File: config.mk
export PLATFORM = sky130hd
export DESIGN_NAME = mci_mbox
export DESIGN_NICKNAME = d
export VERILOG_FILES = /design/src/mci_pkg.sv /design/src/mci_mbox.sv
export SDC_FILE = /design/constraint.sdc
export NUM_CORES = 1
export LEC_CHECK = 0
export BUFFER_PORTS_ARGS = -buffer_cell sky130_fd_sc_hd__buf_4
export CORE_ASPECT_RATIO = 0.5
export CORE_MARGIN = 3
export CORE_UTILIZATION = 60
export DETAILED_ROUTE_END_ITERATION = 8
export PLACE_DENSITY = 0.88
export SYNTH_ARGS = -nofsm -noshare
export SYNTH_HDL_FRONTEND = slang
export SYNTH_SLANG_ARGS = --single-unit
File: constraint.sdc
create_clock -name clk -period 3.8 [get_ports clk]
set_input_delay 0.57 -clock clk [delete_from_list [all_inputs] [get_ports clk]]
set_output_delay 0.57 -clock clk [all_outputs]
set_load 0.02 [all_outputs]
File: src/mci_pkg.sv
// MCI subordinate fabric shared definitions
// Memory map, request and response structs, strap and privilege
// bundles, and the target, mailbox and register encodings
package mci_pkg;

    ////////////////////
    // Widths
    ////////////////////
    localparam int unsigned DATA_W     = 32;
    localparam int unsigned USER_W     = 32;
    localparam int unsigned ADDR_W     = 32;
    // Upper address bits are ignored by the decode
    localparam int unsigned INT_ADDR_W = 24;

    ////////////////////
    // Memory map
    ////////////////////
    localparam logic [INT_ADDR_W-1:0] REG_START   = 24'h00_0000;
    localparam logic [INT_ADDR_W-1:0] REG_END     = 24'h00_0FFF;
    localparam logic [INT_ADDR_W-1:0] MBOX0_START = 24'h40_0000;
    localparam logic [INT_ADDR_W-1:0] MBOX0_END   = 24'h40_007F;
    localparam logic [INT_ADDR_W-1:0] MBOX1_START = 24'h80_0000;
    localparam logic [INT_ADDR_W-1:0] MBOX1_END   = 24'h80_007F;
    localparam logic [INT_ADDR_W-1:0] SRAM_START  = 24'hC0_0000;
    localparam logic [INT_ADDR_W-1:0] SRAM_END    = 24'hC0_0FFF;

    // Storage sizes
    localparam int unsigned SRAM_WORDS = 1024;
    localparam int unsigned SRAM_IDX_W = $clog2(SRAM_WORDS);
    localparam int unsigned MBOX_WORDS = 16;
    localparam int unsigned MBOX_IDX_W = $clog2(MBOX_WORDS);

    // Offset widths inside the register and mailbox windows
    localparam int unsigned REG_OFF_W  = 12;
    localparam int unsigned MBOX_OFF_W = 7;

    // Read-only identification value
    localparam logic [DATA_W-1:0] MCI_ID_VALUE = 32'h4D43_4901;

    ////////////////////
    // Bus structs
    ////////////////////
    typedef struct packed {
        logic [ADDR_W-1:0] addr;
        logic [DATA_W-1:0] wdata;
        logic              write;
        logic [USER_W-1:0] user;
    } cif_req_t;

    typedef struct packed {
        logic [DATA_W-1:0] rdata;
        logic              hold;
        logic              error;
    } cif_resp_t;

    // Privileged user straps
    typedef struct packed {
        logic [USER_W-1:0] mcu_lsu_user;
        logic [USER_W-1:0] mcu_ifu_user;
        logic [USER_W-1:0] sram_config_user;
        logic [USER_W-1:0] soc_config_user;
    } mci_strap_t;

    // Per-request privilege flags
    typedef struct packed {
        logic mcu_lsu;
        logic mcu_ifu;
        logic mcu;
        logic soc_config;
        logic sram_config;
    } mci_priv_t;

    ////////////////////
    // Encodings
    ////////////////////
    typedef enum logic [2:0] {
        TGT_NONE,
        TGT_REG,
        TGT_MBOX0,
        TGT_MBOX1,
        TGT_SRAM
    } mci_target_e;

    typedef enum logic {
        MBOX_IDLE,
        MBOX_LOCKED
    } mbox_state_e;

    typedef enum logic [REG_OFF_W-1:0] {
        REG_ID         = 12'h000,
        REG_SCRATCH    = 12'h004,
        REG_SOC_CONFIG = 12'h008
    } mci_reg_addr_e;

    typedef enum logic [MBOX_OFF_W-1:0] {
        MBOX_LOCK       = 7'h00,
        MBOX_STATUS     = 7'h04,
        MBOX_RELEASE    = 7'h08,
        MBOX_DATA_START = 7'h40,
        MBOX_DATA_END   = 7'h7F
    } mbox_reg_addr_e;

endpackage

File: src/mci_mbox.sv
// MCI mailbox
// Lock semaphore taken by reading LOCK, freed by writing RELEASE,
// and a small data buffer writable only while locked
`timescale 1ns/10ps

module mci_mbox (
    input  logic                clk,
    input  logic                rst,
    input  logic                dv,
    input  mci_pkg::cif_req_t   req,
    output mci_pkg::cif_resp_t  resp
);

    mci_pkg::mbox_state_e       state_q;
    mci_pkg::mbox_state_e       state_d;
    mci_pkg::mbox_reg_addr_e    mbox_off;
    logic                       locked;
    logic                       in_data;
    logic                       data_we;
    logic [mci_pkg::MBOX_IDX_W-1:0] data_idx;

    // Data buffer has no reset
    logic [mci_pkg::DATA_W-1:0] data_q [mci_pkg::MBOX_WORDS];

    assign mbox_off = mci_pkg::mbox_reg_addr_e'(req.addr[mci_pkg::MBOX_OFF_W-1:0]);
    assign locked   = (state_q == mci_pkg::MBOX_LOCKED);
    assign in_data  = mbox_off inside {[mci_pkg::MBOX_DATA_START:mci_pkg::MBOX_DATA_END]};
    assign data_idx = req.addr[mci_pkg::MBOX_IDX_W+1:2];

    ////////////////////
    // Access decode
    ////////////////////
    always_comb begin
        resp    = '0;
        state_d = state_q;
        data_we = 1'b0;
        if (in_data) begin
            resp.rdata = data_q[data_idx];
            data_we    = dv & req.write & locked;
            // Buffer is closed while idle
            resp.error = dv & req.write & ~locked;
        end else begin
            case (mbox_off)
                mci_pkg::MBOX_LOCK: begin
                    // Old lock state comes back, then the lock is held
                    resp.rdata = mci_pkg::DATA_W'(locked);
                    resp.error = dv & req.write;
                    if (dv & ~req.write) begin
                        state_d = mci_pkg::MBOX_LOCKED;
                    end
                end
                mci_pkg::MBOX_STATUS: begin
                    resp.rdata = mci_pkg::DATA_W'(locked);
                    resp.error = dv & req.write;
                end
                mci_pkg::MBOX_RELEASE: begin
                    if (dv & req.write) begin
                        state_d = mci_pkg::MBOX_IDLE;
                    end
                end
                default: begin
                    resp.error = dv;
                end
            endcase
        end
    end

    // Lock state
    always_ff @(posedge clk) begin
        if (rst) begin
            state_q <= mci_pkg::MBOX_IDLE;
        end else begin
            state_q <= state_d;
        end
    end

    // Buffer writes
    always_ff @(posedge clk) begin
        if (data_we) begin
            data_q[data_idx] <= req.wdata;
        end
    end

endmodule

==> impl_metrics.toml <==
[status]
run_status = "complete, no violations"

[routing]
wire_per_inst_um = 34.3
post_drt_via_cell_ratio = 7.07
vias = 9931
route.final.wire_length_um = 48100
starting_drc_count_in_detailed_routing = 1455
antenna_left = 0
first_pass_iters = 5
drt_drc_violations_left = 0

[critical_path]
crit_path_start_kind = "input port"
crit_path_end_kind = "output pin"
setup.reg_to_reg.worst_slack_ps = 1620
regToRegEndpoint = "data_q[0][22]"
arrival_ps = 2600
worst_path_dominant_cell_family = "buffers and inverters"
critPathLaunch = "req[67]"
crit_buf_inv = 3
critPathMaxFanout = 40
setup.worst_path.end = "resp[29]"
cp_num_cells = 6
r2r-start = "locked"
critical-path-slowest-cell = "sky130_fd_sc_hd__mux4_2"
crit_path_cell_trace = "clkbuf_8, buf_4, mux4_2, mux2i_1, o22ai_1, buf_4"
crit_path_frequent_cell = "sky130_fd_sc_hd__buf_4"
path_depth_of_the_worst_reg2reg_path = 4
path_class = "in -> out"
slowest_delay_ps = 530
cp_data_required_time_ps = 3230

[global_route]
grt_antenna_before_repair = 0
global_route.usage.met2_pct = 45.2
total_grt_overflow = 0
globalRouteMet3Util_pct = 5.79
via_count_of_the_first_global_routing_pass = 10300
pin_count_of_the_biggest_net_entering_global_routing = 54
grt_most_used_layer = "met2"
global_route.usage.met1_pct = 40.9
groute.usage.overall_pct = 28.6
grt_first_pass_wirelength_um = 71200

[finish]
final_cell_area_um2 = 22300
syn2layout_area_growth_pct = 13.8
num_antenna_cells = 0
fillers = 1635
design.final.nets = 1043
layout.core_utilization_pct = 69.9
drive_above_1_share_pct = 31.8

[clock_tree]
cts_setup_buffers = 0
ctsHoldBuffers = 0
cts.reportedPaths.clkPinSlew_ps = 70
h-tree-depth = 2
cts_made_buffers = 43
post_cts.resized_instances = 0
cts.sink_count = 513
cts_root_buffer = "sky130_fd_sc_hd__clkbuf_16"
tritoncts_clock_tree = "built"
clock_latency_ps = 560
clock_tree.buffer_depth = 3

[sta]
fmaxAchievable_mhz = 316
finalCritPeriodShare_pct = 83.3
max_slew.worst_pin.slew_ps = 953
slew_violations = 0
grt_setup_unrepaired = "false"
fin_crit_ps = 3170
finalSetupViolCount = 0
totalNegativeSetupSlack_ps = 0
worst_slack_ps = 635
clock_tree_skew_after_final_layout_ps = 13.2
hold-worst-slack_ps = 188
worst_slew_margin_rel_pct = 36.5
finalHoldViolCount = 0

[place]
preCtsSetupSlack_ps = 718
final_gp_congestion = 0.749
number_of_input_and_output_port_buffers_inserted = 75
detailed_place.area_um2 = 21100
hpwl_um = 23100

[flow_run]
cap_viol_max_count = 0

[logic_synthesis]
synth_cells = 832
synth_edf_count = 512
syn_area_um2 = 19600
yosys_most_used_dff = "sky130_fd_sc_hd__edfxtp_1"
synth-seq-area-share_pct = 78.4
synth.net_count = 932
postSynthAreaPerCell_um2 = 23.6
yosys_register_bits = 513
synthArstFlopShare_pct = 0
synth.yosys.warnings = 0
synth.lib_cells_used.distinct = 29

[power]
power.density_nw_per_um2 = 490
ir_worst_vdd_mv = 0.278
power.static_leakage_uw = 0.00716

[die]
die_area_um2 = 35100
initial_utilization_pct = 61.4
die_w_um = 262
fp.coreArea_um2 = 31900
die_h_um = 134
cell_rows = 46
pin_count = 134

[hold_path]
hold_path.class = "in -> reg"
-- layer usage --
metal  vias to the layer above  share of wire [%]
met5                         -                  0
met4                         0                3.6
met3                       147                 11
met2                       879                 49
met1                      5133                 37
li1                       3772                  -
-- cell usage after synthesis (2+ instances only) --
| library cell | count | area [um^2] |
|---|---|---|
| sky130_fd_sc_hd__o22ai_1 | 31 | 194 |
| sky130_fd_sc_hd__buf_4 | 5 | 37.5 |
| sky130_fd_sc_hd__nand2b_1 | 5 | 31.3 |
| sky130_fd_sc_hd__buf_6 | 7 | 78.8 |
| sky130_fd_sc_hd__buf_2 | 19 | 95.1 |
| sky130_fd_sc_hd__or3_1 | 2 | 12.5 |
| sky130_fd_sc_hd__nand2_1 | 5 | 18.8 |
| sky130_fd_sc_hd__mux4_2 | 127 | 2860 |
| sky130_fd_sc_hd__edfxtp_1 | 512 | 15400 |
| sky130_fd_sc_hd__clkbuf_1 | 9 | 33.8 |
| sky130_fd_sc_hd__mux2i_1 | 66 | 661 |
| sky130_fd_sc_hd__a21oi_1 | 3 | 15.0 |
| sky130_fd_sc_hd__nor2_1 | 19 | 71.3 |
| sky130_fd_sc_hd__buf_1 | 6 | 22.5 |
| sky130_fd_sc_hd__o211ai_1 | 2 | 15.0 |
-- worst register-to-register path: stages, from the launching register on --
cell and delay [ps]:
sky130_fd_sc_hd__dfxtp_1 430, sky130_fd_sc_hd__nand2b_1 130, sky130_fd_sc_hd__or3_1 550, sky130_fd_sc_hd__nor2_4 450, sky130_fd_sc_hd__buf_12 290
-- cells by family after synthesis --
group,Yosys count,synth area share [%]
compound gates,39,1.25
buf+inv,47,1.38
flops,513,78.4
mux,193,17.9
other cells,1,0.0191
simple gates,39,0.975
-- how the worst min path moves through the flow --
stage / end / cells past startpoint / startpoint
finish: locked / 2 / rst
global route: locked / 2 / rst
CTS: locked / 2 / rst
detailed placement: locked / 2 / locked
global placement: locked / 2 / locked
floorplan: locked / 2 / locked
-- power by group --
part / internal (uW) / total, uW / switching (uW)
clock: 2160 / 4160 / 2000
sequential: 6210 / 6210 / 0.383
combinational: 243 / 579 / 336
-- cell type report --
type                            instances  area (um^2)  share of cell area [%]
Clock buffer                           53         1160                    5.18
Clock inverter                         21          100                   0.448
Inverter                                1         3.75                  0.0168
Multi-Input combinational cell        272         4080                    18.3
Sequential cell                       513        15400                    68.9
Tap cell                              432          541                    2.42
Timing Repair Buffer                  112         1060                    4.74
-- layout by cell type, fill, tap and decap left out, drive strengths merged --
cell      Yosys  layout
nand4b        1       1
clkinv        0      18
o211a         1       1
clkinvlp      0       3
o211ai        2       2
nand3b        1       1
a31oi         1       1
o21ai         1       1
nor2         19      19
or2           1       1
buf          37     111
and4bb        1       1
mux2i        66      66
dfxtp         1       1
a21oi         3       3
nand2         5       5
conb          1       1
clkbuf        9      54
nand4         1       1
inv           1       1
o22ai        31      31
mux4        127     127
and3          1       1
nand2b        5       5
nand3         1       1
nor3          1       1
or3           2       2
edfxtp      512     512
-- per-stage QoR --
step	total power (uW)	std cells
2_1_floorplan	6670	832
3_3_place_gp	6870	1330
3_5_place_dp	6890	1330
4_1_cts	11000	1404
5_1_grt	11200	1404
6_report	10900	1404
-- state kept, by name, indices dropped and copies added (netlist names) --
register	flops
data_q	512
locked	1
(Power assumes the default switching activity.)
