### config.mk
export PLATFORM = sky130hd
export DESIGN_NAME = mci_reg_block
export DESIGN_NICKNAME = d
export VERILOG_FILES = /design/src/mci_pkg.sv /design/src/mci_reg_block.sv
export SDC_FILE = /design/constraint.sdc
export NUM_CORES = 1
export LEC_CHECK = 0
export CORE_AREA = 3 3 74 76
export DETAILED_ROUTE_END_ITERATION = 16
export DIE_AREA = 0 0 77 79
export DONT_BUFFER_PORTS = 1
export PLACE_DENSITY_LB_ADDON = 0.1
export SYNTH_ARGS = -nofsm -noshare
export SYNTH_HDL_FRONTEND = slang
export SYNTH_SLANG_ARGS = --single-unit
### constraint.sdc
create_clock -name clk -period 2.6 [get_ports clk]
set_input_delay 0.39 -clock clk [delete_from_list [all_inputs] [get_ports clk]]
set_output_delay 0.39 -clock clk [all_outputs]
set_load 0.02 [all_outputs]
### src/mci_pkg.sv
// MCI subordinate fabric shared definitions
// Memory map, request and response structs, strap and privilege
// bundles, and the target, mailbox and register encodings
package mci_pkg;

    ////////////////////
    // Widths
    ////////////////////
    localparam int unsigned DATA_W     = 32;
    localparam int unsigned USER_W     = 32;
    localparam int unsigned ADDR_W     = 32;
    // Upper address bits are ignored by the decode
    localparam int unsigned INT_ADDR_W = 24;

    ////////////////////
    // Memory map
    ////////////////////
    localparam logic [INT_ADDR_W-1:0] REG_START   = 24'h00_0000;
    localparam logic [INT_ADDR_W-1:0] REG_END     = 24'h00_0FFF;
    localparam logic [INT_ADDR_W-1:0] MBOX0_START = 24'h40_0000;
    localparam logic [INT_ADDR_W-1:0] MBOX0_END   = 24'h40_007F;
    localparam logic [INT_ADDR_W-1:0] MBOX1_START = 24'h80_0000;
    localparam logic [INT_ADDR_W-1:0] MBOX1_END   = 24'h80_007F;
    localparam logic [INT_ADDR_W-1:0] SRAM_START  = 24'hC0_0000;
    localparam logic [INT_ADDR_W-1:0] SRAM_END    = 24'hC0_0FFF;

    // Storage sizes
    localparam int unsigned SRAM_WORDS = 1024;
    localparam int unsigned SRAM_IDX_W = $clog2(SRAM_WORDS);
    localparam int unsigned MBOX_WORDS = 16;
    localparam int unsigned MBOX_IDX_W = $clog2(MBOX_WORDS);

    // Offset widths inside the register and mailbox windows
    localparam int unsigned REG_OFF_W  = 12;
    localparam int unsigned MBOX_OFF_W = 7;

    // Read-only identification value
    localparam logic [DATA_W-1:0] MCI_ID_VALUE = 32'h4D43_4901;

    ////////////////////
    // Bus structs
    ////////////////////
    typedef struct packed {
        logic [ADDR_W-1:0] addr;
        logic [DATA_W-1:0] wdata;
        logic              write;
        logic [USER_W-1:0] user;
    } cif_req_t;

    typedef struct packed {
        logic [DATA_W-1:0] rdata;
        logic              hold;
        logic              error;
    } cif_resp_t;

    // Privileged user straps
    typedef struct packed {
        logic [USER_W-1:0] mcu_lsu_user;
        logic [USER_W-1:0] mcu_ifu_user;
        logic [USER_W-1:0] sram_config_user;
        logic [USER_W-1:0] soc_config_user;
    } mci_strap_t;

    // Per-request privilege flags
    typedef struct packed {
        logic mcu_lsu;
        logic mcu_ifu;
        logic mcu;
        logic soc_config;
        logic sram_config;
    } mci_priv_t;

    ////////////////////
    // Encodings
    ////////////////////
    typedef enum logic [2:0] {
        TGT_NONE,
        TGT_REG,
        TGT_MBOX0,
        TGT_MBOX1,
        TGT_SRAM
    } mci_target_e;

    typedef enum logic {
        MBOX_IDLE,
        MBOX_LOCKED
    } mbox_state_e;

    typedef enum logic [REG_OFF_W-1:0] {
        REG_ID         = 12'h000,
        REG_SCRATCH    = 12'h004,
        REG_SOC_CONFIG = 12'h008
    } mci_reg_addr_e;

    typedef enum logic [MBOX_OFF_W-1:0] {
        MBOX_LOCK       = 7'h00,
        MBOX_STATUS     = 7'h04,
        MBOX_RELEASE    = 7'h08,
        MBOX_DATA_START = 7'h40,
        MBOX_DATA_END   = 7'h7F
    } mbox_reg_addr_e;

endpackage

### src/mci_reg_block.sv
// MCI control register block
// ID, scratch and a SoC config register that only the
// privileged SoC config user may write
`timescale 1ns/10ps

module mci_reg_block (
    input  logic                clk,
    input  logic                rst,
    input  logic                dv,
    input  mci_pkg::cif_req_t   req,
    input  logic                soc_config_priv,
    output mci_pkg::cif_resp_t  resp
);

    logic [mci_pkg::DATA_W-1:0] scratch_q;
    logic [mci_pkg::DATA_W-1:0] soc_config_q;
    mci_pkg::mci_reg_addr_e     reg_off;
    logic                       wr_scratch;
    logic                       wr_soc_config;

    // Word offset inside the register window
    assign reg_off = mci_pkg::mci_reg_addr_e'(req.addr[mci_pkg::REG_OFF_W-1:0]);

    ////////////////////
    // Read and write decode
    ////////////////////
    always_comb begin
        resp          = '0;
        wr_scratch    = 1'b0;
        wr_soc_config = 1'b0;
        case (reg_off)
            mci_pkg::REG_ID: begin
                resp.rdata = mci_pkg::MCI_ID_VALUE;
                // Read only
                resp.error = dv & req.write;
            end
            mci_pkg::REG_SCRATCH: begin
                resp.rdata = scratch_q;
                wr_scratch = dv & req.write;
            end
            mci_pkg::REG_SOC_CONFIG: begin
                resp.rdata    = soc_config_q;
                wr_soc_config = dv & req.write & soc_config_priv;
                // Unprivileged write is refused
                resp.error    = dv & req.write & ~soc_config_priv;
            end
            default: begin
                resp.error = dv;
            end
        endcase
    end

    // Register updates
    always_ff @(posedge clk) begin
        if (rst) begin
            scratch_q    <= '0;
            soc_config_q <= '0;
        end else begin
            if (wr_scratch) begin
                scratch_q <= req.wdata;
            end
            if (wr_soc_config) begin
                soc_config_q <= req.wdata;
            end
        end
    end

endmodule

==> metrics, run 1 <==
Crit. End Element=output pin; Static Leakage=1.43 nW; area grow syn2layout=12.7%; First-pass DRT Iterations=4; period utilisation layout=79.5%; die area=6080 um^2; I/O Buffers=0; top-area cell type share of the netlist area=39.4%; post-synthesis cell type count=24; mean routed wirelength per cell=15.9 um; final clock skew=0 ps; Syn. warnings=0; Clock transition at path regs=60 ps; WHS Path Cells=2; Hold Buf Count CTS=0; hold_ws=234 ps; top post-synthesis cells by area=dfxtp_1 (39%), nand2b_1 (21%), mux2i_1 (20%); Cell Area, Synth=3250 um^2; row cnt=25; Pwr Total=1.77 mW; clock share of power=40.8%; most frequent cells after synthesis=nand2b_1 (107), dfxtp_1 (64), mux2i_1 (64), nor2_1 (22), a22oi_1 (21); hold endpoint=soc_config_q[6]; Post-synth EDFFs=0; diode count=0; sequential power share=55.5%; CTS tree=yes; DRC viols=0; largest family of logic cells by synthesized area=simple AND/OR/NAND/NOR gates; Filler cells=360; Clock Latency Late Sink=330 ps; min Tclk post-route=2070 ps; adder-cell share of the synthesized area=0%; Synth area leader=dfxtp_1; Final Hold Viols=0; gr usage total=24.2%; Die Y=79 um; via count=2455; #FFs+latches synth=64; DP Wirelength=4640 um; Pins Over Slew Limit=0; Max Freq=484 MHz; count leader, synth=nand2b_1; Detail Route Antenna Nets=0; CTS root buf=clkbuf_8; main flop type after synthesis=dfxtp_1; Hold Path Origin=req[39]; compound-gate portion of the synthesized area=8.28%; H-tree depth=3; Post-CTS Setup Inserts=0; post-synthesis xor/xnor area fraction=0%; RSZ-0062 raised after global routing=no; Logic pwr share=3.7%; initial antenna violation count=0; Setup TNS=0 ps; Crit Path Max Fanout=17; CTS Buf Count=9; GR Overflow Total=0; register-to-register setup slack=1980 ps; VDD IR max=0.350 mV; crit path launch type=input port; CTS Sinks=64; post-synth net total=443; Initial DRC Count=112; Gate Count Post-Synth=342; first-pass GRT wire length=11700 um; Worst Path Arrival=1680 ps; FFs w/ async S/R, synth=0%; status=finished, final reports clean; Net Sw Power=0.366 mW; R2R Path End=soc_config_q[21]; Seq/Total Area, Yosys=39.4%; Seq. cell area=1280 um^2; worst min path class=in2reg; Synth Area per Inst=9.50 um^2; fraction of layout cells with a size suffix above 1=15.8%; kind of critical path=in2out; CP required=2210 ps; simple-gate share of the synthesized area=26.2%; Die X=77 um; vias in the first global route=2436; Multi-input gate area=1790 um^2; # setup viols final=0; Sw Share=20.7%; clk buf depth=2; max cap viols=0; io pins=135; Final Net Count=467; Cell Int Power=1.40 mW; Reg2Reg Launch Point=soc_config_q[21]; routability cong.=0.712; largest net degree at the start of global routing=97; Via density=5.64; core area=4790 um^2; R2R depth=2; post_cts resized=0; mux share of post-synthesis cell area=20.1%; Initial Utilization=67.9%; drt total wl=6920 um; PD cells=483 nW/um^2
[layout by cell type (no fill, tap or decap)]
cell type    n
a21boi_0     1
a221oi_1    11
a22oi_1     21
and2_1       1
and3_1       1
and4_2       1
buf_4       41
clkbuf_1     1
clkbuf_8    11
clkinv_2     1
conb_1       1
dfxtp_1     64
inv_1       11
mux2_1       1
mux2i_1     64
nand2_1      1
nand2b_1   107
nand3_1      1
nand4_1      1
nor2_1      22
nor4_2       2
nor4b_4      2
o21a_1       1
[state kept, by name (all words and copies together) (netlist names)]
| name | count |
|---|---|
| scratch_q | 32 |
| soc_config_q | 32 |
[worst max-delay path, cell delays in order]
cell and delay (ps):
nor4_2 460, nand2_1 250, buf_4 280, nor2_1 140, buf_4 150
[cells by family (layout without fill, tap and decap cells)]
kind of cell | Yosys count | in the layout
other | 1 | 1
buffers and inverters | 39 | 65
AO/OA/AOI/OAI | 34 | 34
flip-flops | 64 | 64
AND/OR/NAND/NOR | 139 | 139
multiplexers | 65 | 65
[metrics by stage]
step	cells	utilization, %	instance area, um^2	setup slack [ps]
3_3_place_gp	422	73.2	3500	525
6_report	435	76.5	3660	532
2_1_floorplan	342	-	3250	536
3_5_place_dp	422	73.2	3500	535
5_1_grt	435	76.5	3660	379
4_1_cts	435	76.5	3660	533
[how the worst max path moves through the flow]
stage,startpoint,end,slack [ps],depth (start not counted)
6_report,req[74],resp[7],530,5
5_1_grt,req[74],resp[13],380,5
4_1_cts,req[70],resp[2],530,5
3_5_place_dp,req[70],resp[2],530,5
3_3_place_gp,req[74],resp[7],530,5
2_1_floorplan,req[70],resp[13],540,4
[cell type report]
type                            count  share of cell area (%)
Clock inverter                      1                   0.137
Sequential cell                    64                    35.0
Inverter                           11                    1.13
Tap cell                           67                    2.29
Multi-Input combinational cell    239                    48.8
Timing Repair Buffer               41                    8.41
Clock buffer                       12                    4.24
[power groups by stage]
stage	combinational [mW]	clock [mW]	sequential, mW
finish	0.0658	0.720	0.980
global route	0.0709	0.778	0.980
CTS	0.0662	0.727	0.980
detailed placement	0.0660	0	1.00
global placement	0.0648	0	1.00
floorplan	0.0730	0	1.00
[metal layers]
layer  vias to the layer above  global-route usage [%]  share of wire (%)
li1                       1203                       -                  -
met1                      1147                    29.3                 43
met2                        89                    39.5                 48
met3                        16                    6.58                7.5
met4                         0                    12.6                2.3
met5                         -                       0                  0
Note: power is estimated with default switching activity, not from simulation.
==> run 2, diff against run 1 <==
--- a/config.mk
+++ b/config.mk
@@ -5,9 +5,9 @@
 export SDC_FILE = /design/constraint.sdc
 export NUM_CORES = 1
 export LEC_CHECK = 0
-export CORE_AREA = 3 3 74 76
+export CORE_AREA = 3 3 76 78
 export DETAILED_ROUTE_END_ITERATION = 16
-export DIE_AREA = 0 0 77 79
+export DIE_AREA = 0 0 79 81
 export DONT_BUFFER_PORTS = 1
 export PLACE_DENSITY_LB_ADDON = 0.1
 export SYNTH_ARGS = -nofsm -noshare
==> constraint.sdc (replaced) <==
create_clock -name clk -period 2.1 [get_ports clk]
set_input_delay 0.315 -clock clk [delete_from_list [all_inputs] [get_ports clk]]
set_output_delay 0.315 -clock clk [all_outputs]
set_load 0.02 [all_outputs]
==> run 2 against run 1 <==
  * Final cell count up 2.8%
  * Power rose by 24%
  * Setup slack got worse by 310 ps
==> metrics, run 2 (same netlist as run 1, synthesis figures left out) <==
most common cell after layout, fill and taps aside=nand2b_1 (unchanged); worst min path class=in2reg (unchanged); VDD IR max=0.537 mV (was 0.350 mV); row cnt=26 (was 25); busiest grt layer=met2 (unchanged); Final Instance Count excl. Fillers=447 (was 435); Filler cells=439 (was 360); Max Freq=532 MHz; Area after DPL=3560 um^2 (was 3500 um^2); CTS Buf Count=9 (unchanged); crit path launch type=input port (unchanged); RSZ-0062 raised after global routing=no (unchanged); Logic pwr share=3.8% (was 3.7%); GR Overflow Total=0 (unchanged); Final Net Count=473 (was 467); routability cong.=0.708 (was 0.712); diode count=0 (unchanged); Die Y=81 um (was 79 um); H-tree depth=3 (unchanged); largest net degree at the start of global routing=97 (unchanged); max cap viols=0 (unchanged); Crit Path Max Fanout=8 (was 17); Final Util=72.5% (was 76.5%); mean routed wirelength per cell=15.4 um (was 15.9 um); post_cts resized=0 (unchanged); CTS Sinks=64 (unchanged); initial antenna violation count=0 (unchanged); io pins=135 (unchanged); DP Wirelength=4770 um (was 4640 um); GR Layer Usage met2=38.7% (was 39.5%); status=finished, final reports clean (unchanged); Cell Int Power=1.72 mW (was 1.40 mW); DRC viols=0 (unchanged); gr usage total=23.0% (was 24.2%); Net Sw Power=0.477 mW (was 0.366 mW); kind of critical path=in2out (unchanged); Hold Buf Count CTS=0 (unchanged); hold_ws=152 ps (was 234 ps); area grow syn2layout=14.7% (was 12.7%); Top Registers=scratch_q (32), soc_config_q (32) (unchanged); clk buf depth=2 (unchanged); CTS tree=yes (unchanged); First-pass DRT Iterations=4 (unchanged); Initial DRC Count=96 (was 112); via count=2488 (was 2455); period utilisation layout=89.5%; drt total wl=6900 um (was 6920 um); Static Leakage=1.47 nW (was 1.43 nW); GR Layer Usage met1=28.3% (was 29.3%); die area=6400 um^2 (was 6080 um^2); placed cell count=431 (was 422); Initial Utilization=63.2% (was 67.9%); fin area=3730 um^2 (was 3660 um^2); met3 Usage GRT=5.65% (was 6.58%); vias in the first global route=2467 (was 2436); Clock transition at path regs=70 ps (was 60 ps); final clock skew=0 ps (unchanged); PD cells=588 nW/um^2 (was 483 nW/um^2); clock share of power=40.9% (was 40.8%); fraction of layout cells with a size suffix above 1=17.5% (was 15.8%); Clock Latency Late Sink=340 ps (was 330 ps); Sw Share=21.7% (was 20.7%); Detail Route Antenna Nets=0 (unchanged); Crit. End Element=output pin (unchanged); min Tclk post-route=1880 ps; most frequent cells in the layout=nand2b_1 (107), mux2i_1 (64), dfxtp_1 (64) (unchanged); Post-CTS Setup Inserts=0 (unchanged); Final Hold Viols=0 (unchanged); Via density=5.57 (was 5.64); Setup TNS=0 ps (unchanged); core area=5140 um^2 (was 4790 um^2); Pins Over Slew Limit=0 (unchanged); CTS root buf=clkbuf_8 (unchanged); Worst Path Arrival=1560 ps (was 1680 ps); sequential power share=55.3% (was 55.5%); first-pass GRT wire length=11600 um (was 11700 um); CP required=1780 ps (was 2210 ps); I/O Buffers=0 (unchanged); # setup viols final=0 (unchanged); Die X=79 um (was 77 um)
[run 2: changes by cell type in the layout (fill, tap and decap cells not counted), sizes merged]
| cell | delta |
|---|---|
| buf | +6 |
| clkinv | +3 |
[run 2: metrics by stage]
step / power [mW] / setup slack, ps
final: 2.19 / 221
after global placement: 1.32 / 190
after floorplan: 1.33 / 186
after global routing: 2.27 / 155
after CTS: 2.21 / 192
after detailed placement: 1.33 / 192
[run 2: power by group through the flow]
stage                     combinational, mW  sequential (mW)  clock, mW
after floorplan                      0.0904             1.24          0
after global placement               0.0829             1.24          0
after detailed placement             0.0845             1.24          0
after CTS                            0.0849             1.21      0.914
after global routing                 0.0905             1.21      0.969
final                                0.0831             1.21      0.897
[run 2: area by class of cell]
cell class / instances / area [um^2] / share of cell area (%)
clock buffer: 12 / 145 / 3.89
clock inverter: 4 / 20.0 / 0.537
inverter: 11 / 41.3 / 1.11
multi-input combinational: 239 / 1790 / 47.9
sequential: 64 / 1280 / 34.4
tap: 70 / 87.6 / 2.35
timing repair buffer: 47 / 365 / 9.80
[run 2: path summary, 6_finish.rpt]
| kind | cells past startpoint | start | endpoint | slack [ps] |
|---|---|---|---|---|
| max | 5 | req[74] | resp[2] | 220 |
| min | 2 | req[58] | scratch_q[25] | 150 |
| min reg2reg | 2 | scratch_q[11] | scratch_q[11] | 470 |
| max reg2reg | 2 | soc_config_q[23] | soc_config_q[23] | 1490 |
[run 2: metal layers]
layer / wire [um] / vias to the layer above
li1: - / 1220
met1: 2980 / 1198
met2: 3390 / 58
met3: 385 / 12
met4: 140 / 0
met5: 0 / -
[run 2: worst max-delay path, cell delays in order]
cell and delay [ps]:
nor4_2 370, nand3_1 170, buf_4 210, a221oi_1 290, buf_4 210
