`config.mk`:
```
export PLATFORM = sky130hd
export DESIGN_NAME = mci_axi_sub_decode
export DESIGN_NICKNAME = d
export VERILOG_FILES = /design/src/mci_pkg.sv /design/src/mci_axi_sub_decode.sv
export SDC_FILE = /design/constraint.sdc
export NUM_CORES = 1
export LEC_CHECK = 0
export CAP_MARGIN = 30
export CORE_AREA = 2 2 196 198
export DETAILED_ROUTE_END_ITERATION = 10
export DIE_AREA = 0 0 198 200
export DONT_BUFFER_PORTS = 1
export PLACE_DENSITY = 0.3
export SYNTH_ARGS = -nofsm -noshare
export SYNTH_HDL_FRONTEND = slang
export SYNTH_SLANG_ARGS = --single-unit
```
`constraint.sdc`:
```
create_clock -name vclk -period 2.8
set_clock_uncertainty 0.2 [all_clocks]
set_input_delay 0.7 -clock vclk [all_inputs]
set_output_delay 0.7 -clock vclk [all_outputs]
set_load 0.01 [all_outputs]
```
`src/mci_pkg.sv`:
```
// MCI subordinate fabric shared definitions
// Memory map, request and response structs, strap and privilege
// bundles, and the target, mailbox and register encodings
package mci_pkg;

    ////////////////////
    // Widths
    ////////////////////
    localparam int unsigned DATA_W     = 32;
    localparam int unsigned USER_W     = 32;
    localparam int unsigned ADDR_W     = 32;
    // Upper address bits are ignored by the decode
    localparam int unsigned INT_ADDR_W = 24;

    ////////////////////
    // Memory map
    ////////////////////
    localparam logic [INT_ADDR_W-1:0] REG_START   = 24'h00_0000;
    localparam logic [INT_ADDR_W-1:0] REG_END     = 24'h00_0FFF;
    localparam logic [INT_ADDR_W-1:0] MBOX0_START = 24'h40_0000;
    localparam logic [INT_ADDR_W-1:0] MBOX0_END   = 24'h40_007F;
    localparam logic [INT_ADDR_W-1:0] MBOX1_START = 24'h80_0000;
    localparam logic [INT_ADDR_W-1:0] MBOX1_END   = 24'h80_007F;
    localparam logic [INT_ADDR_W-1:0] SRAM_START  = 24'hC0_0000;
    localparam logic [INT_ADDR_W-1:0] SRAM_END    = 24'hC0_0FFF;

    // Storage sizes
    localparam int unsigned SRAM_WORDS = 1024;
    localparam int unsigned SRAM_IDX_W = $clog2(SRAM_WORDS);
    localparam int unsigned MBOX_WORDS = 16;
    localparam int unsigned MBOX_IDX_W = $clog2(MBOX_WORDS);

    // Offset widths inside the register and mailbox windows
    localparam int unsigned REG_OFF_W  = 12;
    localparam int unsigned MBOX_OFF_W = 7;

    // Read-only identification value
    localparam logic [DATA_W-1:0] MCI_ID_VALUE = 32'h4D43_4901;

    ////////////////////
    // Bus structs
    ////////////////////
    typedef struct packed {
        logic [ADDR_W-1:0] addr;
        logic [DATA_W-1:0] wdata;
        logic              write;
        logic [USER_W-1:0] user;
    } cif_req_t;

    typedef struct packed {
        logic [DATA_W-1:0] rdata;
        logic              hold;
        logic              error;
    } cif_resp_t;

    // Privileged user straps
    typedef struct packed {
        logic [USER_W-1:0] mcu_lsu_user;
        logic [USER_W-1:0] mcu_ifu_user;
        logic [USER_W-1:0] sram_config_user;
        logic [USER_W-1:0] soc_config_user;
    } mci_strap_t;

    // Per-request privilege flags
    typedef struct packed {
        logic mcu_lsu;
        logic mcu_ifu;
        logic mcu;
        logic soc_config;
        logic sram_config;
    } mci_priv_t;

    ////////////////////
    // Encodings
    ////////////////////
    typedef enum logic [2:0] {
        TGT_NONE,
        TGT_REG,
        TGT_MBOX0,
        TGT_MBOX1,
        TGT_SRAM
    } mci_target_e;

    typedef enum logic {
        MBOX_IDLE,
        MBOX_LOCKED
    } mbox_state_e;

    typedef enum logic [REG_OFF_W-1:0] {
        REG_ID         = 12'h000,
        REG_SCRATCH    = 12'h004,
        REG_SOC_CONFIG = 12'h008
    } mci_reg_addr_e;

    typedef enum logic [MBOX_OFF_W-1:0] {
        MBOX_LOCK       = 7'h00,
        MBOX_STATUS     = 7'h04,
        MBOX_RELEASE    = 7'h08,
        MBOX_DATA_START = 7'h40,
        MBOX_DATA_END   = 7'h7F
    } mbox_reg_addr_e;

endpackage

```
`src/mci_axi_sub_decode.sv`:
```
// MCI subordinate address decoder
// Routes the SoC request to one target, returns that target's
// response or a miss error, and flags privileged requesters
`timescale 1ns/10ps

module mci_axi_sub_decode (
    // SoC side
    input  logic                  soc_dv,
    input  mci_pkg::cif_req_t     soc_req,
    output mci_pkg::cif_resp_t    soc_resp,

    // Target request side
    output logic                  reg_dv,
    output logic                  mbox0_dv,
    output logic                  mbox1_dv,
    output logic                  sram_dv,
    output mci_pkg::cif_req_t     tgt_req,

    // Target responses
    input  mci_pkg::cif_resp_t    reg_resp,
    input  mci_pkg::cif_resp_t    mbox0_resp,
    input  mci_pkg::cif_resp_t    mbox1_resp,
    input  mci_pkg::cif_resp_t    sram_resp,

    // Privileged users
    input  mci_pkg::mci_strap_t   strap,
    output mci_pkg::mci_priv_t    priv
);

    logic [mci_pkg::INT_ADDR_W-1:0] int_addr;
    mci_pkg::mci_target_e           tgt;
    logic                           soc_req_miss;

    logic soc_cfg_disable;
    logic soc_cfg_force;
    logic soc_cfg_match;

    ////////////////////
    // Address decode
    ////////////////////
    // Only the low internal bits take part
    assign int_addr = soc_req.addr[mci_pkg::INT_ADDR_W-1:0];

    always_comb begin
        tgt = mci_pkg::TGT_NONE;
        if (soc_dv) begin
            if (int_addr inside {[mci_pkg::REG_START:mci_pkg::REG_END]}) begin
                tgt = mci_pkg::TGT_REG;
            end else if (int_addr inside {[mci_pkg::MBOX0_START:mci_pkg::MBOX0_END]}) begin
                tgt = mci_pkg::TGT_MBOX0;
            end else if (int_addr inside {[mci_pkg::MBOX1_START:mci_pkg::MBOX1_END]}) begin
                tgt = mci_pkg::TGT_MBOX1;
            end else if (int_addr inside {[mci_pkg::SRAM_START:mci_pkg::SRAM_END]}) begin
                tgt = mci_pkg::TGT_SRAM;
            end
        end
    end

    // Request valid to the selected target only
    assign reg_dv   = (tgt == mci_pkg::TGT_REG);
    assign mbox0_dv = (tgt == mci_pkg::TGT_MBOX0);
    assign mbox1_dv = (tgt == mci_pkg::TGT_MBOX1);
    assign sram_dv  = (tgt == mci_pkg::TGT_SRAM);

    // Same request fields to every target
    assign tgt_req = soc_req;

    ////////////////////
    // Response merge
    ////////////////////
    // Valid request that hit no region
    assign soc_req_miss = soc_dv & (tgt == mci_pkg::TGT_NONE);

    always_comb begin
        case (tgt)
            mci_pkg::TGT_REG:   soc_resp = reg_resp;
            mci_pkg::TGT_MBOX0: soc_resp = mbox0_resp;
            mci_pkg::TGT_MBOX1: soc_resp = mbox1_resp;
            mci_pkg::TGT_SRAM:  soc_resp = sram_resp;
            default: begin
                // Miss answers at once with zero data
                soc_resp.rdata = '0;
                soc_resp.hold  = 1'b0;
                soc_resp.error = soc_req_miss;
            end
        endcase
    end

    ////////////////////
    // Privilege flags
    ////////////////////
    // All zeros turns the SoC config user off
    assign soc_cfg_disable = ~|strap.soc_config_user;
    // All ones makes every request a SoC config request
    assign soc_cfg_force   = &strap.soc_config_user;
    assign soc_cfg_match   = (soc_req.user == strap.soc_config_user);

    always_comb begin
        priv.mcu_lsu     = soc_dv & (soc_req.user == strap.mcu_lsu_user);
        priv.mcu_ifu     = soc_dv & (soc_req.user == strap.mcu_ifu_user);
        // Either MCU port counts as the MCU
        priv.mcu         = priv.mcu_lsu | priv.mcu_ifu;
        priv.soc_config  = soc_dv & ((soc_cfg_match & ~soc_cfg_disable) | soc_cfg_force);
        priv.sram_config = soc_dv & (soc_req.user == strap.sram_config_user);
    end

endmodule

```
==> run metrics, run 1 <==
Synthesized Nets approximately 840; Net Sw Frac 0.474; remaining global-route overflow 0; worst setup margin -0.362 ns; ratio of cells with drive above 1 in the final layout 0.233; DRT Pass-1 Iters 4; switching pwr 162 µW; first-pass GRT wire length 27.5 mm; CP delay by family, top simple AND/OR/NAND/NOR gates; worst vdd ir 0.0317 mV; worst endpoint data arrival time 2.26 ns; static leakage 0.00103 µW; mapped cell area 0.00342 mm²; hold path depth 0; core area 0.0374 mm²; GR Layer Usage met1 0.0862; sequential fraction of design power 0; Via Count ~3,500; effective utilization at floorplan 0.0915; Setup crit end kind output pin; largest net degree at the start of global routing 37; unrepaired setup endpoints after global routing true; pwr dens 90.3 mW/mm²; initial antenna violation count 4; Cell variety after synth 33; worst min path class in -> out; flip-flop and latch count 0; DP HPWL 19.7 mm; met3 global-route usage 0.0311; Hold Path End tgt_req[51]; CP max stage cell or4_4; layout overhead on the synthesized area 10.5%; critical-path cell list or4_4 > nor4_4 > buf_4 > nand2_4 > buf_12 > o21ai_2; GRT busiest layer met2; Mean Syn Cell Area 7.22 µm²; min Tclk post-route 3.16 ns; DRT iter0 DRCs 81; GRT Overall Usage 0.101; Power Internal 180 µW; Seq/Total Area, Yosys 0; status complete, but fails checks; final WL 22.5 mm; Die Span X about 200 µm; failing checks negative setup slack; Die Height 200 µm; Worst Hold Launch soc_req[51]; GR Util met2 0.217; Worst path max stage delay 0.55 ns; FF+latch area 0 µm²; Max Transition Viols Final 0; I/O pin count 502; Hold Vio Cnt, Final 0; f_max 316 MHz; kind of critical path in -> out; DRC 0; Comb pwr share 1.000; Fin Hold WS ~1.2 ns; YS warnings 0; period utilization 1.13; gpl congestion 0.801; post-DR wirelength/cell 25.3 µm; Post-Synthesis Cells approximately 470; number of global-route vias before repair 3,588; Worst EP required 1.90 ns; Final Util 0.101; Nets 741; Slew @ Worst Pin around 0.47 ns; Max-cap violations 0; CP Max Fanout 36; aggregate negative setup slack -10.93 ns; Setup crit start kind input port; slew margin rel. 0.684; Port Buffers 0; WP buf/inv 2; hold_buf cts 0; endpoints failing setup 42; antenna viol nets, final 0; clock power share 0; Vias/cell 3.89; Std-Cell Rows 71; Clock buffer cells 0; die area 0.0396 mm²
what timing repair did:
| item | 4_1_cts | 5_1_grt |
|---|---|---|
| pin swaps | 12 | 3 |
| buffers inserted | 2 | 0 |
| gates resized for setup | 38 | 8 |
| cloned | 1 | 0 |
| setup endpoints to repair | 41 | 42 |
power groups by stage:
stage | combinational (µW) | clock, µW | sequential [µW]
after floorplan | 393 | 0 | 0
after global placement | 314 | 0 | 0
after detailed placement | 318 | 0 | 0
after CTS | 341 | 0 | 0
after global routing | 373 | 0 | 0
final | 341 | 0.0000483 | 0
how the worst max path moves through the flow:
stage	start	endpoint	cells past startpoint
2_1_floorplan	soc_req[86]	soc_resp[10]	7
3_3_place_gp	soc_req[2]	priv[0]	8
3_5_place_dp	soc_req[2]	priv[0]	8
4_1_cts	soc_req[24]	priv[0]	8
5_1_grt	soc_req[86]	soc_resp[20]	6
6_report	soc_req[86]	soc_resp[16]	6
cell usage in the layout (no fill, tap or decap), types with 2 or more instances in the layout:
| cell | n |
|---|---|
| a31oi_2 | 2 |
| xor2_1 | 71 |
| nand3_1 | 3 |
| nand2_1 | 38 |
| nand4_1 | 25 |
| nor2_2 | 3 |
| buf_4 | 11 |
| xnor2_2 | 2 |
| nor3_1 | 3 |
| buf_6 | 3 |
| o21ai_2 | 34 |
| nor4_1 | 23 |
| or4_4 | 2 |
| xnor2_1 | 52 |
| a22o_1 | 34 |
| nor4_2 | 5 |
| buf_12 | 8 |
| a31oi_1 | 31 |
| nor4_4 | 4 |
cells by family (layout without fill, tap and decap cells):
kind of cell	Yosys count	count (layout)	synth area share
xor+xnor	128	128	0.328
other cells	0	1	0
compound gates	108	108	0.210
simple gates	117	117	0.189
buf+inv	121	24	0.274
routing by layer:
metal  part of all wire  vias to the layer above
li1                   -                     1431
met1               0.31                     1579
met2               0.54                      394
met3               0.10                       53
met4              0.043                        0
met5                  0                        -
stage by stage:
step	setup slack [ns]	instance area [µm²]	std cells	total power (µW)
after detailed placement	-0.951	3480	886	318
after global routing	-0.413	3780	888	373
after floorplan	-0.230	3520	474	393
final	-0.362	3780	889	341
after CTS	-0.397	3730	888	341
after global placement	-0.916	3480	886	314
synth_stat cells, drive strengths merged, types with 2 or more instances:
cell,number,area share
a21oi,2,0.0029
a22o,34,0.087
a31oi,33,0.060
buf,106,0.24
bufbuf,2,0.019
clkbuf,12,0.013
nand2,39,0.043
nand3,4,0.0059
nand4,25,0.046
nor2,4,0.0044
nor3,4,0.0059
nor4,32,0.063
o21ai,36,0.053
or4,3,0.0080
xnor2,55,0.14
xor2,73,0.19
final cells by class:
class / instances / area, µm²
diodes: 1 / 2.50
well taps: 511 / 639
inverters: 1 / 3.75
repair buffers: 23 / 309
multi-input cells: 353 / 2830
fillers: 4387 / 33600
No activity file was read; power rests on OpenSTA's default activity.
==> run 2: changes to the inputs <==
--- a/config.mk
+++ b/config.mk
@@ -6,11 +6,13 @@
 export NUM_CORES = 1
 export LEC_CHECK = 0
 export CAP_MARGIN = 30
+export CELL_PAD_IN_SITES_DETAIL_PLACEMENT = 0
+export CELL_PAD_IN_SITES_GLOBAL_PLACEMENT = 1
 export CORE_AREA = 2 2 196 198
 export DETAILED_ROUTE_END_ITERATION = 10
 export DIE_AREA = 0 0 198 200
 export DONT_BUFFER_PORTS = 1
-export PLACE_DENSITY = 0.3
+export PLACE_DENSITY = 0.35
 export SYNTH_ARGS = -nofsm -noshare
 export SYNTH_HDL_FRONTEND = slang
 export SYNTH_SLANG_ARGS = --single-unit
==> run metrics, run 2 (synthesis gave the netlist of run 1 again) <==
post-DR wirelength/cell 27.2 µm; Max Transition Viols Final 0; Slew @ Worst Pin 0.497 ns; clock power share 0; pwr dens around 85 mW/mm²; kind of critical path in -> out; DRC 0; switching pwr 160 µW; effective utilization at floorplan 0.0915; Nets between 700 and 800; static leakage between 0.001 and 0.0015 µW; Via Count 3,530; core area between 0.03 and 0.04 mm²; status complete, but fails checks; DRT iter0 DRCs 80; Die Span X 198 µm; Setup crit start kind input port; Placed Area 0.00348 mm²; hold_buf cts 0; remaining global-route overflow 0; DP HPWL 20.5 mm; Max-cap violations 0; min Tclk post-route between 3 and 4 ns; Hold Vio Cnt, Final 0; Vias/cell 3.95; Setup crit end kind output pin; Comb pwr share 1.000; Worst Hold Launch soc_req[14]; hold path depth 0; endpoints failing setup 41; FF+latch area 0 µm²; Ant. Diodes 0; ratio of cells with drive above 1 in the final layout 0.334; total power 359 µW; unrepaired setup endpoints after global routing true; Die Height 200 µm; slew margin rel. 0.667; first-pass GRT wire length 29.2 mm; period utilization 1.13; flip-flop and latch count 0; worst vdd ir approximately 0.040 mV; Net Sw Frac 0.444; worst setup margin -0.351 ns; worst min path class in -> out; f_max 317 MHz; Final Cell Area 0.00421 mm²; Power Internal 200 µW; initial antenna violation count 6; final WL ~24 mm; aggregate negative setup slack -10.58 ns; Port Buffers 0; antenna viol nets, final 0; Worst EP required around 1.9 ns; number of global-route vias before repair 3,761; commonest non-fill, non-tap cell in the layout xor2_1; largest net degree at the start of global routing 38; Clock buffer cells 0; failing checks negative setup slack; I/O pin count approximately 500; most frequent cells in the layout 71 x xor2_1, 39 x xnor2_1, 34 x a22o_1; gpl congestion 0.739; GRT Overall Usage 0.108; Std-Cell Rows 71; sequential fraction of design power 0; CP Max Fanout 8; worst endpoint data arrival time 2.25 ns; Hold Path End tgt_req[14]; DRT Pass-1 Iters 4; die area 0.0396 mm²; layout overhead on the synthesized area 23.0%
[run 2: cell types whose count changed in the layout (fill, tap and decap cells not counted), sizes merged]
| cell | before | now |
|---|---|---|
| buf | 22 | 27 |
| clkbuf | 0 | 2 |
| bufbuf | 1 | 0 |
| diode | 1 | 0 |
[run 2: cell type report]
class,count,area (µm²)
well taps,511,639
multi-input cells,353,3160
fillers,4317,33200
inverters,1,3.75
repair buffers,29,408
[run 2: critical path: stages]
cell	delay (ns)
or4_4	0.53
nor4_4	0.26
and4_4	0.32
buf_12	0.12
buf_16	0.14
nand2_2	0.06
o21ai_2	0.10
[run 2: power groups by stage]
stage                     Combinational [µW]  Clock [µW]  Sequential (µW)
after floorplan                          393           0                0
after global placement                   312           0                0
after detailed placement                 313           0                0
after CTS                                343           0                0
after global routing                     393           0                0
final                                    359           0                0
[run 2: worst max-delay path by stage]
stage	cells past startpoint	end	slack, ns	start
2_1_floorplan	7	soc_resp[10]	-0.23	soc_req[86]
3_3_place_gp	6	soc_resp[11]	-0.53	soc_req[74]
3_5_place_dp	6	soc_resp[11]	-0.54	soc_req[74]
4_1_cts	7	soc_resp[31]	-0.37	soc_req[86]
5_1_grt	7	soc_resp[15]	-0.40	soc_req[86]
6_report	7	soc_resp[15]	-0.35	soc_req[86]
[run 2: per-layer routing]
layer  wire (µm)  vias to the layer above  track usage
met3        2660                       77       0.0390
li1            -                     1436            -
met4        1370                        2       0.0465
met1        7500                     1632       0.0923
met5          13                        -            0
met2       12800                      383        0.223
[run 2: what timing repair did]
item	CTS	global route
resized for setup	66	38
setup buffers	3	1
endpoints found under the hold margin	0	0
setup endpoints to repair	43	43
pin swaps	22	20
gates cloned	2	3
[run 2: through the flow]
step / utilization / instances / hold slack, ns / setup slack, ns
final: 0.113 / 894 / 1.20 / -0.351
after global routing: 0.113 / 894 / 1.20 / -0.397
after CTS: 0.105 / 892 / 1.20 / -0.372
after detailed placement: 0.0930 / 887 / 1.20 / -0.538
after global placement: 0.0930 / 887 / 1.20 / -0.532
after floorplan: - / 474 / 1.23 / -0.230
